==> config.mk <==
export PLATFORM = sky130hd
export DESIGN_NAME = bmDecoder
export DESIGN_NICKNAME = d
export VERILOG_FILES = /design/src/design/bchPkg.sv /design/src/design/syndromeCapture.sv /design/src/design/discrepancyCalc.sv /design/src/design/bmEngine.sv /design/src/design/locatorOutput.sv /design/src/design/bmDecoder.sv
export VERILOG_INCLUDE_DIRS = /design/src /design/src/design
export SDC_FILE = /design/constraint.sdc
export NUM_CORES = 1
export LEC_CHECK = 0
export BUFFER_PORTS_ARGS = -buffer_cell sky130_fd_sc_hd__buf_2
export CAP_MARGIN = 10
export CORE_MARGIN = 1
export CORE_UTILIZATION = 65
export DETAILED_ROUTE_END_ITERATION = 16
export PLACE_DENSITY = 0.82
export SYNTH_ARGS = -nofsm -noshare
export SYNTH_HDL_FRONTEND = slang
export SYNTH_SLANG_ARGS = --single-unit
export TNS_END_PERCENT = 1
==> constraint.sdc <==
create_clock -name clk -period 12 [get_ports clk]
set_input_delay 0.6 -clock clk [delete_from_list [all_inputs] [get_ports clk]]
set_output_delay 0.6 -clock clk [all_outputs]
set_load 0.02 [all_outputs]
==> src/design/bch_params.svh <==
`ifndef BCH_PARAMS_SVH
`define BCH_PARAMS_SVH

// Field width in bits, GF(2^5)
`define BCH_M 5

// Correction capability in errors
`define BCH_T 3

// Syndromes needed by the solver, two per correctable error
`define BCH_NSYN 6

// Code length and multiplicative group order
`define BCH_N 31

// Low terms of x^5 + x^2 + 1
// The x^5 term is folded back through these bits
`define BCH_PRIM 5'b00101

`endif

==> src/design/bchPkg.sv <==
`include "bch_params.svh"

package bchPkg;

    // One element of GF(2^5)
    typedef logic [`BCH_M-1:0] gfElem_t;

    // S1 sits in element 0
    typedef gfElem_t [`BCH_NSYN-1:0] synVec_t;

    // Coefficient 0 first, degree up to T
    typedef gfElem_t [`BCH_T:0] locPoly_t;

    // Wide enough for a degree above T and for the iteration index
    typedef logic [3:0] degree_t;

    typedef enum logic [1:0] {
        phIdle,
        phCalcD,
        phUpdate,
        phFinish
    } iterPhase_t;

    // Polynomial equal to 1
    parameter locPoly_t polyOne = locPoly_t'(1);

    // Powers of alpha
    function automatic gfElem_t gfExp(input gfElem_t e);
        case (e)
            5'd0:  return 5'b00001;
            5'd1:  return 5'b00010;
            5'd2:  return 5'b00100;
            5'd3:  return 5'b01000;
            5'd4:  return 5'b10000;
            5'd5:  return 5'b00101;
            5'd6:  return 5'b01010;
            5'd7:  return 5'b10100;
            5'd8:  return 5'b01101;
            5'd9:  return 5'b11010;
            5'd10: return 5'b10001;
            5'd11: return 5'b00111;
            5'd12: return 5'b01110;
            5'd13: return 5'b11100;
            5'd14: return 5'b11101;
            5'd15: return 5'b11111;
            5'd16: return 5'b11011;
            5'd17: return 5'b10011;
            5'd18: return 5'b00011;
            5'd19: return 5'b00110;
            5'd20: return 5'b01100;
            5'd21: return 5'b11000;
            5'd22: return 5'b10101;
            5'd23: return 5'b01111;
            5'd24: return 5'b11110;
            5'd25: return 5'b11001;
            5'd26: return 5'b10111;
            5'd27: return 5'b01011;
            5'd28: return 5'b10110;
            5'd29: return 5'b01001;
            5'd30: return 5'b10010;
            default: return 5'b00000;
        endcase
    endfunction

    // Log by walking alpha^k through the field
    // Zero is never matched and keeps the flag value 31
    function automatic gfElem_t gfLog(input gfElem_t a);
        gfElem_t x;
        gfElem_t res;
        x = gfElem_t'(1);
        res = gfElem_t'(`BCH_N);
        for (int k = 0; k < `BCH_N; k++) begin
            if (x == a) begin
                res = gfElem_t'(k);
            end
            // Multiply by alpha, reduce on carry out
            x = {x[`BCH_M-2:0], 1'b0} ^ (x[`BCH_M-1] ? `BCH_PRIM : '0);
        end
        return res;
    endfunction

    function automatic gfElem_t gfMul(input gfElem_t a, input gfElem_t b);
        logic [`BCH_M:0] logSum;
        if (a == '0 || b == '0) begin
            return '0;
        end
        // One extra bit keeps the carry of the log sum
        logSum = gfLog(a) + gfLog(b);
        return gfExp(gfElem_t'(logSum % `BCH_N));
    endfunction

    function automatic gfElem_t gfInv(input gfElem_t a);
        if (a == '0) begin
            return '0;
        end
        return gfExp(gfElem_t'((`BCH_N - gfLog(a)) % `BCH_N));
    endfunction

endpackage

==> src/design/syndromeCapture.sv <==
module syndromeCapture
    import bchPkg::*;
(
    input  logic    clk,
    input  logic    reset,
    input  logic    start,
    input  synVec_t syndromes,
    input  logic    finish,
    output synVec_t synHeld,
    output logic    go
);

    logic busy;
    logic accept;

    // Idle, or the running solve ends on this edge
    assign accept = start && (!busy || finish);

    always_ff @(posedge clk or posedge reset) begin
        if (reset) begin
            busy <= 1'b0;
            go   <= 1'b0;
        end else begin
            go <= accept;
            // New request wins over the clear from finish
            if (accept) begin
                busy <= 1'b1;
            end else if (finish) begin
                busy <= 1'b0;
            end
        end
    end

    // Syndromes stay frozen for the whole solve
    always_ff @(posedge clk) begin
        if (accept) begin
            synHeld <= syndromes;
        end
    end

    // A finish only ends a solve that this side launched
    finishOnlyBusy: assert property (
        @(posedge clk) disable iff (reset)
        finish |-> busy
    );

endmodule

==> src/design/discrepancyCalc.sv <==
`include "bch_params.svh"

module discrepancyCalc
    import bchPkg::*;
(
    input  synVec_t  synHeld,
    input  locPoly_t sigma,
    input  degree_t  iter,
    input  degree_t  degree,
    output gfElem_t  discrepancy
);

    always_comb begin
        // Start from the syndrome of this step
        if (iter < degree_t'(`BCH_NSYN)) begin
            discrepancy = synHeld[iter];
        end else begin
            discrepancy = '0;
        end
        // Sum sigma_i * S_(n-i) for i up to the current degree
        // Only coefficients that exist in sigma are used
        for (int i = 1; i <= `BCH_T; i++) begin
            if (i <= degree && i <= iter && iter < degree_t'(`BCH_NSYN)) begin
                discrepancy = discrepancy ^ gfMul(sigma[i], synHeld[iter - i]);
            end
        end
    end

endmodule

==> src/design/bmEngine.sv <==
`include "bch_params.svh"

module bmEngine
    import bchPkg::*;
(
    input  logic     clk,
    input  logic     reset,
    input  logic     go,
    input  synVec_t  synHeld,
    output locPoly_t sigmaOut,
    output degree_t  degreeOut,
    output logic     finish
);

    iterPhase_t phase;
    // Iteration index, LFSR length and gap since the last length change
    degree_t    n;
    degree_t    lfsrLen;
    degree_t    gap;

    locPoly_t   sigma;
    locPoly_t   helperB;
    gfElem_t    d;
    gfElem_t    dNow;
    gfElem_t    dInv;

    locPoly_t   sigmaNext;
    locPoly_t   helperNext;
    degree_t    lenNext;
    degree_t    gapNext;

    discrepancyCalc u_discrepancyCalc (
        .synHeld     (synHeld),
        .sigma       (sigma),
        .iter        (n),
        .degree      (lfsrLen),
        .discrepancy (dNow)
    );

    assign dInv = gfInv(d);

    // One Berlekamp-Massey step from the registered discrepancy
    always_comb begin
        sigmaNext  = sigma;
        helperNext = helperB;
        lenNext    = lfsrLen;
        gapNext    = gap + degree_t'(1);
        if (d != '0) begin
            // sigma ^= d * x^gap * B, terms above x^3 fall off
            for (int j = 0; j <= `BCH_T; j++) begin
                if (j >= gap) begin
                    sigmaNext[j] = sigma[j] ^ gfMul(d, helperB[j - gap]);
                end
            end
            // Length change, B takes the old sigma over d
            if ((2 * lfsrLen) <= n) begin
                lenNext = degree_t'(n + degree_t'(1) - lfsrLen);
                gapNext = degree_t'(1);
                for (int j = 0; j <= `BCH_T; j++) begin
                    helperNext[j] = gfMul(sigma[j], dInv);
                end
            end
        end
    end

    // Phase and counters
    always_ff @(posedge clk or posedge reset) begin
        if (reset) begin
            phase   <= phIdle;
            n       <= '0;
            lfsrLen <= '0;
            gap     <= degree_t'(1);
        end else begin
            case (phase)
                phIdle: begin
                    if (go) begin
                        n       <= '0;
                        lfsrLen <= '0;
                        gap     <= degree_t'(1);
                        phase   <= phCalcD;
                    end
                end
                phCalcD: begin
                    phase <= phUpdate;
                end
                phUpdate: begin
                    lfsrLen <= lenNext;
                    gap     <= gapNext;
                    // Last step uses S6
                    if (n == degree_t'(`BCH_NSYN - 1)) begin
                        phase <= phFinish;
                    end else begin
                        n     <= n + degree_t'(1);
                        phase <= phCalcD;
                    end
                end
                phFinish: begin
                    phase <= phIdle;
                end
            endcase
        end
    end

    // Polynomials and discrepancy
    always_ff @(posedge clk) begin
        if (phase == phIdle && go) begin
            sigma   <= polyOne;
            helperB <= polyOne;
        end else if (phase == phCalcD) begin
            d <= dNow;
        end else if (phase == phUpdate) begin
            sigma   <= sigmaNext;
            helperB <= helperNext;
        end
    end

    assign finish    = (phase == phFinish);
    assign sigmaOut  = sigma;
    assign degreeOut = lfsrLen;

    // Capture side must never launch a solve mid-run
    goOnlyIdle: assert property (
        @(posedge clk) disable iff (reset)
        go |-> phase == phIdle
    );

endmodule

==> src/design/locatorOutput.sv <==
`include "bch_params.svh"

module locatorOutput
    import bchPkg::*;
(
    input  logic     clk,
    input  logic     reset,
    input  logic     finish,
    input  locPoly_t sigmaIn,
    input  degree_t  degreeIn,
    output locPoly_t sigma,
    output degree_t  degree,
    output logic     failure,
    output logic     done
);

    always_ff @(posedge clk or posedge reset) begin
        if (reset) begin
            sigma   <= polyOne;
            degree  <= '0;
            failure <= 1'b0;
            done    <= 1'b0;
        end else begin
            // One done per result load
            done <= finish;
            if (finish) begin
                sigma  <= sigmaIn;
                degree <= degreeIn;
                // More than T errors, locator cannot be trusted
                failure <= (degreeIn > degree_t'(`BCH_T));
            end
        end
    end

    // finish is a single-cycle phase, so done is too
    donePulse: assert property (
        @(posedge clk) disable iff (reset)
        done |=> !done
    );

endmodule

==> src/design/bmDecoder.sv <==
module bmDecoder
    import bchPkg::*;
(
    input  logic     clk,
    input  logic     reset,
    input  logic     start,
    input  synVec_t  syndromes,
    output locPoly_t sigma,
    output degree_t  degree,
    output logic     failure,
    output logic     done
);

    synVec_t  synHeld;
    logic     go;
    logic     finish;
    locPoly_t sigmaEng;
    degree_t  degreeEng;

    // Input side, owns the busy flag
    syndromeCapture u_syndromeCapture (
        .clk       (clk),
        .reset     (reset),
        .start     (start),
        .syndromes (syndromes),
        .finish    (finish),
        .synHeld   (synHeld),
        .go        (go)
    );

    // Six two-cycle iterations
    bmEngine u_bmEngine (
        .clk       (clk),
        .reset     (reset),
        .go        (go),
        .synHeld   (synHeld),
        .sigmaOut  (sigmaEng),
        .degreeOut (degreeEng),
        .finish    (finish)
    );

    locatorOutput u_locatorOutput (
        .clk      (clk),
        .reset    (reset),
        .finish   (finish),
        .sigmaIn  (sigmaEng),
        .degreeIn (degreeEng),
        .sigma    (sigma),
        .degree   (degree),
        .failure  (failure),
        .done     (done)
    );

endmodule

-- Word level (Yosys, flattened, before mapping)
Memories as Yosys holds them, arrays and structs flattened.
Index checks and enable logic that the tools add are counted.
- $lt $le $gt $ge: 21
- add/sub/neg operators: 22
- bitwise operators: 9
- eq/ne operators: 411
- divide/modulo/power cells: 12
- reduce and logical (&&, ||, !) cells: 47
- multiplexer cells: 565
- operator list (kind ; count):
    $mux W5 ; 511
    $eq A5 B5 Y1 const A ; 208
    $eq A4 B5 Y1 const A ; 104
    $mod A6 B5 Y32 const B ; 11
    $eq A3 B5 Y1 const A ; 52
    $eq A2 B5 Y1 const A ; 26
    $lt A32 B3 Y1 const B ; 4
    $lt A32 B4 Y1 const B ; 3
    $add A5 B5 Y6 ; 11
    $eq A1 B5 Y1 const A ; 13
    $logic_not A5 Y1 ; 13
    $bmux W5 S3 ; 4
    $bmux W5 S2 ; 4
    $xor A5 B5 Y5 ; 7
    $mux W1 ; 33
    $mod A32 B5 Y32 const B ; 1
    $mux W4 ; 7
    $pmux W4 S2 ; 3
    $reduce_and A4 Y1 ; 6
    $le A2 B4 Y1 const A ; 4
    $logic_or A1 B1 Y1 ; 12
    $sub A1 B4 Y5 const A ; 2
    $sub A2 B4 Y5 const A ; 2
    $sub A4 B2 Y5 const B ; 2
    other kinds (26) ; 44
- bits in read-only memories: 1920
- output and inout port bits: 26
- register bits after elaboration: 117
- memories kept: 12
- logic and storage cells: 1127
- memories (memory ; words ; bits a word ; read ports ; clocked after Yosys merged registers in ; write ports ; line ; source):
    (no name shown) ; 32 ; 5 ; 1 ; 0 ; 0 ; bchPkg.sv:29 ; case (e)
    (no name shown) ; 32 ; 5 ; 1 ; 0 ; 0 ; bchPkg.sv:29 ;
    (no name shown) ; 32 ; 5 ; 1 ; 0 ; 0 ; bchPkg.sv:29 ;
    (no name shown) ; 32 ; 5 ; 1 ; 0 ; 0 ; bchPkg.sv:29 ;
    (no name shown) ; 32 ; 5 ; 1 ; 0 ; 0 ; bchPkg.sv:29 ;
    (no name shown) ; 32 ; 5 ; 1 ; 0 ; 0 ; bchPkg.sv:29 ;
    6 more memories ; -- ; -- ; -- ; -- ; -- ; -- ;

-- Depth between registers and ports, before layout
An unclocked memory read counts as a cell.
- word-level depth: 76
- mapped depth: 50
- gate-level depth less buffers: 45

-- Modules after synthesis
A second synthesis with hierarchy kept.
- cells, all modules: 3198
- area, all modules: 23415.0 µm²
- by module, submodules not included (module ; cells each ; times used ; area each (µm²)):
    bmEngine ; 2155 ; 1 ; 15105.7
    discrepancyCalc ; 950 ; 1 ; 6278.5
    locatorOutput ; 57 ; 1 ; 1057.3
    syndromeCapture ; 36 ; 1 ; 973.4

-- Worst setup path after synthesis
Ideal clock, no wire load.
- kind: register -> register
- start point: reg u_bmEngine.d[1]
- end point: reg u_bmEngine.helperB[8] in the netlist's numbering
- arrival: 9.434 ns
- library setup time: 0.123 ns
- path slack: 2.443 ns
- cell stages (with the launch flop): 48
- buffers on the path: 6
- required time: 11.877 ns
- period minus slack after synthesis: 9.557 ns
- path through: edfxtp_1 -> buf_2 -> buf_2 -> buf_1 -> nor2_1 -> a211o_1 -> o21ai_0 -> o22ai_1 -> a21o_1 -> inv_1 -> ha_1 -> buf_2 -> o21bai_1 -> a211oi_1 -> a2bb2oi_1 -> o221ai_2 -> inv_1 -> ha_1 -> (+12 left out) -> and2_1 -> ha_1 -> clkbuf_1 -> nor2_1 -> o21ai_0 -> nand2_1 -> ha_1 -> clkinv_1 -> o31a_2 -> xor2_2 -> inv_1 -> ha_1 -> inv_1 -> o21ai_0 -> a221o_1 -> o22a_1 -> o21bai_1 -> a21oi_1
- cells in the longest elaborated chain, start to end: 76
- ends and longest elaborated chain (element ; line ; source):
    start, declared ; bmEngine.sv:23 ; gfElem_t d;
    start signal, assigned ; bmEngine.sv:110 ; d <= dNow;
    $eq A1 B5 Y1 ; bchPkg.sv:73 ; if (x == a) begin
    $mux W5 (31 in a row) ; bchPkg.sv:73 ;
    $mux W5 ; bchPkg.sv:96 ; return gfExp(gfElem_t'((`BCH_N - gfLog(a)) % `BCH_N));
    $sub A5 B5 Y6 (no source line) ; -- ;
    $mod A32 B5 Y32 (no source line) ; -- ;
    $mem_v2 Z32 W5 ; -- ;
    $mux W5 ; bchPkg.sv:96 ;
    $eq A1 B5 Y1 ; bchPkg.sv:73 ;
    $mux W5 (31 in a row) ; bchPkg.sv:73 ;
    $mux W5 ; bchPkg.sv:88 ; logSum = gfLog(a) + gfLog(b);
    $mux W5 ; bmEngine.sv:56 ; if ((2 * lfsrLen) <= n) begin
    $mux W5 ; bmEngine.sv:48 ; if (d != '0) begin
    $add A5 B5 Y6 ; bchPkg.sv:88 ;
    $mod A6 B5 Y32 (no source line) ; -- ;
    $mem_v2 Z32 W5 ; -- ;
    $mux W5 ; bchPkg.sv:88 ;
    end signal, assigned ; bmEngine.sv:108 ; helperB <= polyOne;
    end signal, assigned ; bmEngine.sv:113 ; helperB <= helperNext;
    end, declared ; bmEngine.sv:22 ; locPoly_t helperB;
Several ways; a longest one is shown, not always the timed one. The select of a mux whose other input is x is not followed.
A chain may end at the register's enable or synchronous reset.

-- Worst setup path in the final report
- start point: reg u_bmEngine.d[2]
- end point: reg u_bmEngine.helperB[8] in the netlist's numbering
Same word-level chain as after synthesis.

==> reports/qor.tcl <==
set qor(post_cts.resized_instances) 0
set qor(ys_types) 121
set qor(io-pin-count) 59
set qor(initial_drt_pass_iterations) 6
set qor(endpoint_kind) {flip-flop}
set qor(first_iter_violations) 2798
set qor(antennaDiodeCount) 0
set qor(cp_data_arrival_time_ns) 11.36
set qor(synthDominantCellAreaShare) 0.0977
set qor(post-route-min-period_ns) 11.02
set qor(horizontal_die_dimension_um) 189
set qor(maxClockFrequency_mhz) 90.7
set qor(layout-drive-gt1-share) 0.0989
set qor(synthToLayoutAreaGrowth_pct) 4.12
set qor(post_synth_inst_count) 3112
set qor(critical_path.startpoint_type) {flip-flop}
set qor(gp_congestion) 0.974
set qor(grt_setup_unrepaired) {no}
set qor(initial_util) 0.660
set qor(synth-warning-count) 0
set qor(final_stage_net_count) 3252
set qor(placed_cell_area_mm2) 0.0231
set qor(clk-insertion-delay-late_ns) 0.45
set qor(drt_wl_total_um) 65700
set qor(critical-path-max-stage-delay_ns) 0.90
set qor(post_synth.cell_area_avg_um2) 7.33
set qor(async_flop_share) 0.359
set qor(ff2ff_path_depth) 44
set qor(synth.most_common_cell) {nand2_1}
set qor(antenna_found_initial) 2
set qor(cts_htree_levels) 4
set qor(outcome) {complete, no violations}
set qor(reg2reg_slack_ns) 0.98
set qor(place_inst) 3464
set qor(critical_path_class) {flip-flop to flip-flop}
set qor(clock_sink_count) 117
set qor(yosys-top-cells-count) {nand2_1, o21ai_0, nor2_1}
set qor(grt_remaining_overflow) 0
set qor(grtUsageTotal) 0.356
set qor(path_clk_slew_ns) 0.07
set qor(worst_pin_slew_ns) 1.22
set qor(tritoncts_buffer_count) 17
set qor(worstPathMaxFanout) 27
set qor(metal1_wirelength_um) 27800
set qor(via_count_of_the_first_global_routing_pass) 21500
set qor(timing.hold.worst.class) {input port to async pin}
set qor(post_cts.repair.setup_buffers) 0
set qor(synth-seq-area-share) 0.127
set qor(core_mm2) 0.0345
set qor(critical-path-top-cell-by-count) {o21ai_0}
set qor(postLayoutCellArea_mm2) 0.0237
set qor(die_y_um) 189
set qor(synth_fp_nets) 3335
set qor(top_layer) {met4}
set qor(synth_edf_count) 35
set qor(place_hpwl_um) 49400
set qor(synth_top_flop_cell) {dfxtp_1}
set qor(setup_viol_count_final) 0
set qor(critical_path.reg2reg.endpoint) {u_bmEngine.helperB[8]}
set qor(reg2reg_from) {u_bmEngine.d[2]}
set qor(antenna_violating_nets_post_route) 0
set qor(instances_no_fill) 3497
set qor(row_count) 68
set qor(number_of_hold_buffers_added_after_cts) 0
set qor(drc) 0
set qor(detail_route.wl_per_cell_um) 18.8
set qor(met3_wire_len_um) 4850
set qor(detailroute.wirelength.met2_um) 30500
set qor(clockBufferDepth) 2
set qor(max_cap_viol_count) 0
set qor(timing.setup.tns_ns) 0
set qor(timing.clock.skew_ns) 0.0134
set qor(port_buffers) 58
set qor(via_per_inst) 6.95
set qor(dieArea_mm2) 0.0358
set qor(wire_length_of_the_first_global_routing_pass_um) 107000
set qor(synth-seq-cells) 117
set qor(worstPathRequired_ns) 12.33
set qor(cell_types_with_the_largest_area_share_after_synthesis) {ha_1, nand2_1, o21ai_0, edfxtp_1, a21oi_1}
set qor(vias) 24300
set qor(timing_max_transition_violations_final) 0
set qor(final_min_period_over_clock_period) 0.919
set qor(pin_count_of_the_biggest_net_entering_global_routing) 43
set qor(synth_largest_area_cell) {ha_1}
set qor(post_route_hold_slack_ns) 0.303
set qor(slew-limit-headroom) 0.175
set qor(mappedNetlistArea_mm2) 0.0228
set qor(number_of_hold_violations_in_the_final_report) 0
set qor(tritoncts_clock_tree) {done}
set qor(critical-path-slowest-cell) {edfxtp_1}
set qor(clk_root_buffer_cell) {clkbuf_16}
[stage by stage]
step | util | setup WS (ns)
floorplan | - | 2.44
CTS | 0.687 | 1.23
detailed placement | 0.669 | 1.25
global route | 0.687 | 0.0337
global placement | 0.669 | 1.68
finish | 0.687 | 0.977
[state kept, by name (all words and copies together), names as in the netlist, 2 cells and up]
name and flops:
u_bmEngine.gap 4, u_locatorOutput.sigma 20, u_bmEngine.phase 2, u_bmEngine.helperB 20, u_bmEngine.n 4, u_bmEngine.sigmaOut 20, u_bmEngine.degreeOut 4, u_syndromeCapture.synHeld 30
u_locatorOutput.degree 4, u_bmEngine.d 5
[worst max-delay path: cells and delay by family (launching register included)]
kind | cells | cell delay, ns
buf+inv | 6 | 0.95
xor+xnor | 2 | 0.53
simple gates | 9 | 2.07
compound gates | 20 | 4.26
fa+ha+maj | 7 | 2.15
flops | 1 | 0.90
[worst max path at each step]
stage	from	slack, ns	to	cells past startpoint
2_1_floorplan	u_bmEngine.d[1]	2.44	u_bmEngine.helperB[8]	47
3_3_place_gp	u_bmEngine.d[2]	1.68	u_bmEngine.helperB[11]	43
3_5_place_dp	u_bmEngine.d[2]	1.25	u_bmEngine.helperB[8]	44
4_1_cts	u_bmEngine.d[2]	1.23	u_bmEngine.helperB[8]	44
5_1_grt	u_bmEngine.d[2]	0.03	u_bmEngine.helperB[8]	44
6_report	u_bmEngine.d[2]	0.98	u_bmEngine.helperB[8]	44
[cell usage in the layout (no fill, tap or decap), drive strengths merged, types with 80 or more instances in the layout]
cell type,n
nand3,84
inv,166
o21ai,262
a21oi,202
ha,178
mux2i,98
nand2,337
buf,80
nor2,246
nor3,97
[area by class of cell]
cell class              count  area [um^2]
clock buffers              23          553
clock inverters             9         75.1
fillers                  2935        10800
inverters                 167          627
multi-input cells        2646        18600
flip-flops and latches    117         2910
well taps                 455          569
repair buffers             80          453
[cells by family after synthesis]
| family | after synthesis | share of synthesized area |
|---|---|---|
| xor+xnor | 103 | 0.0426 |
| fa+ha+maj | 196 | 0.111 |
| compound gates | 1123 | 0.343 |
| flops | 117 | 0.127 |
| simple gates | 1042 | 0.217 |
| mux | 182 | 0.0984 |
| buf+inv | 349 | 0.0604 |
[routing by layer]
metal | up-vias | track usage
li1 | 11600 | -
met1 | 11400 | 0.461
met2 | 1109 | 0.594
met3 | 174 | 0.0471
met4 | 0 | 0.151
met5 | - | 0
Power is not shown: default switching activity piles up to over one toggle a cycle in this logic, so the estimate is an artifact.
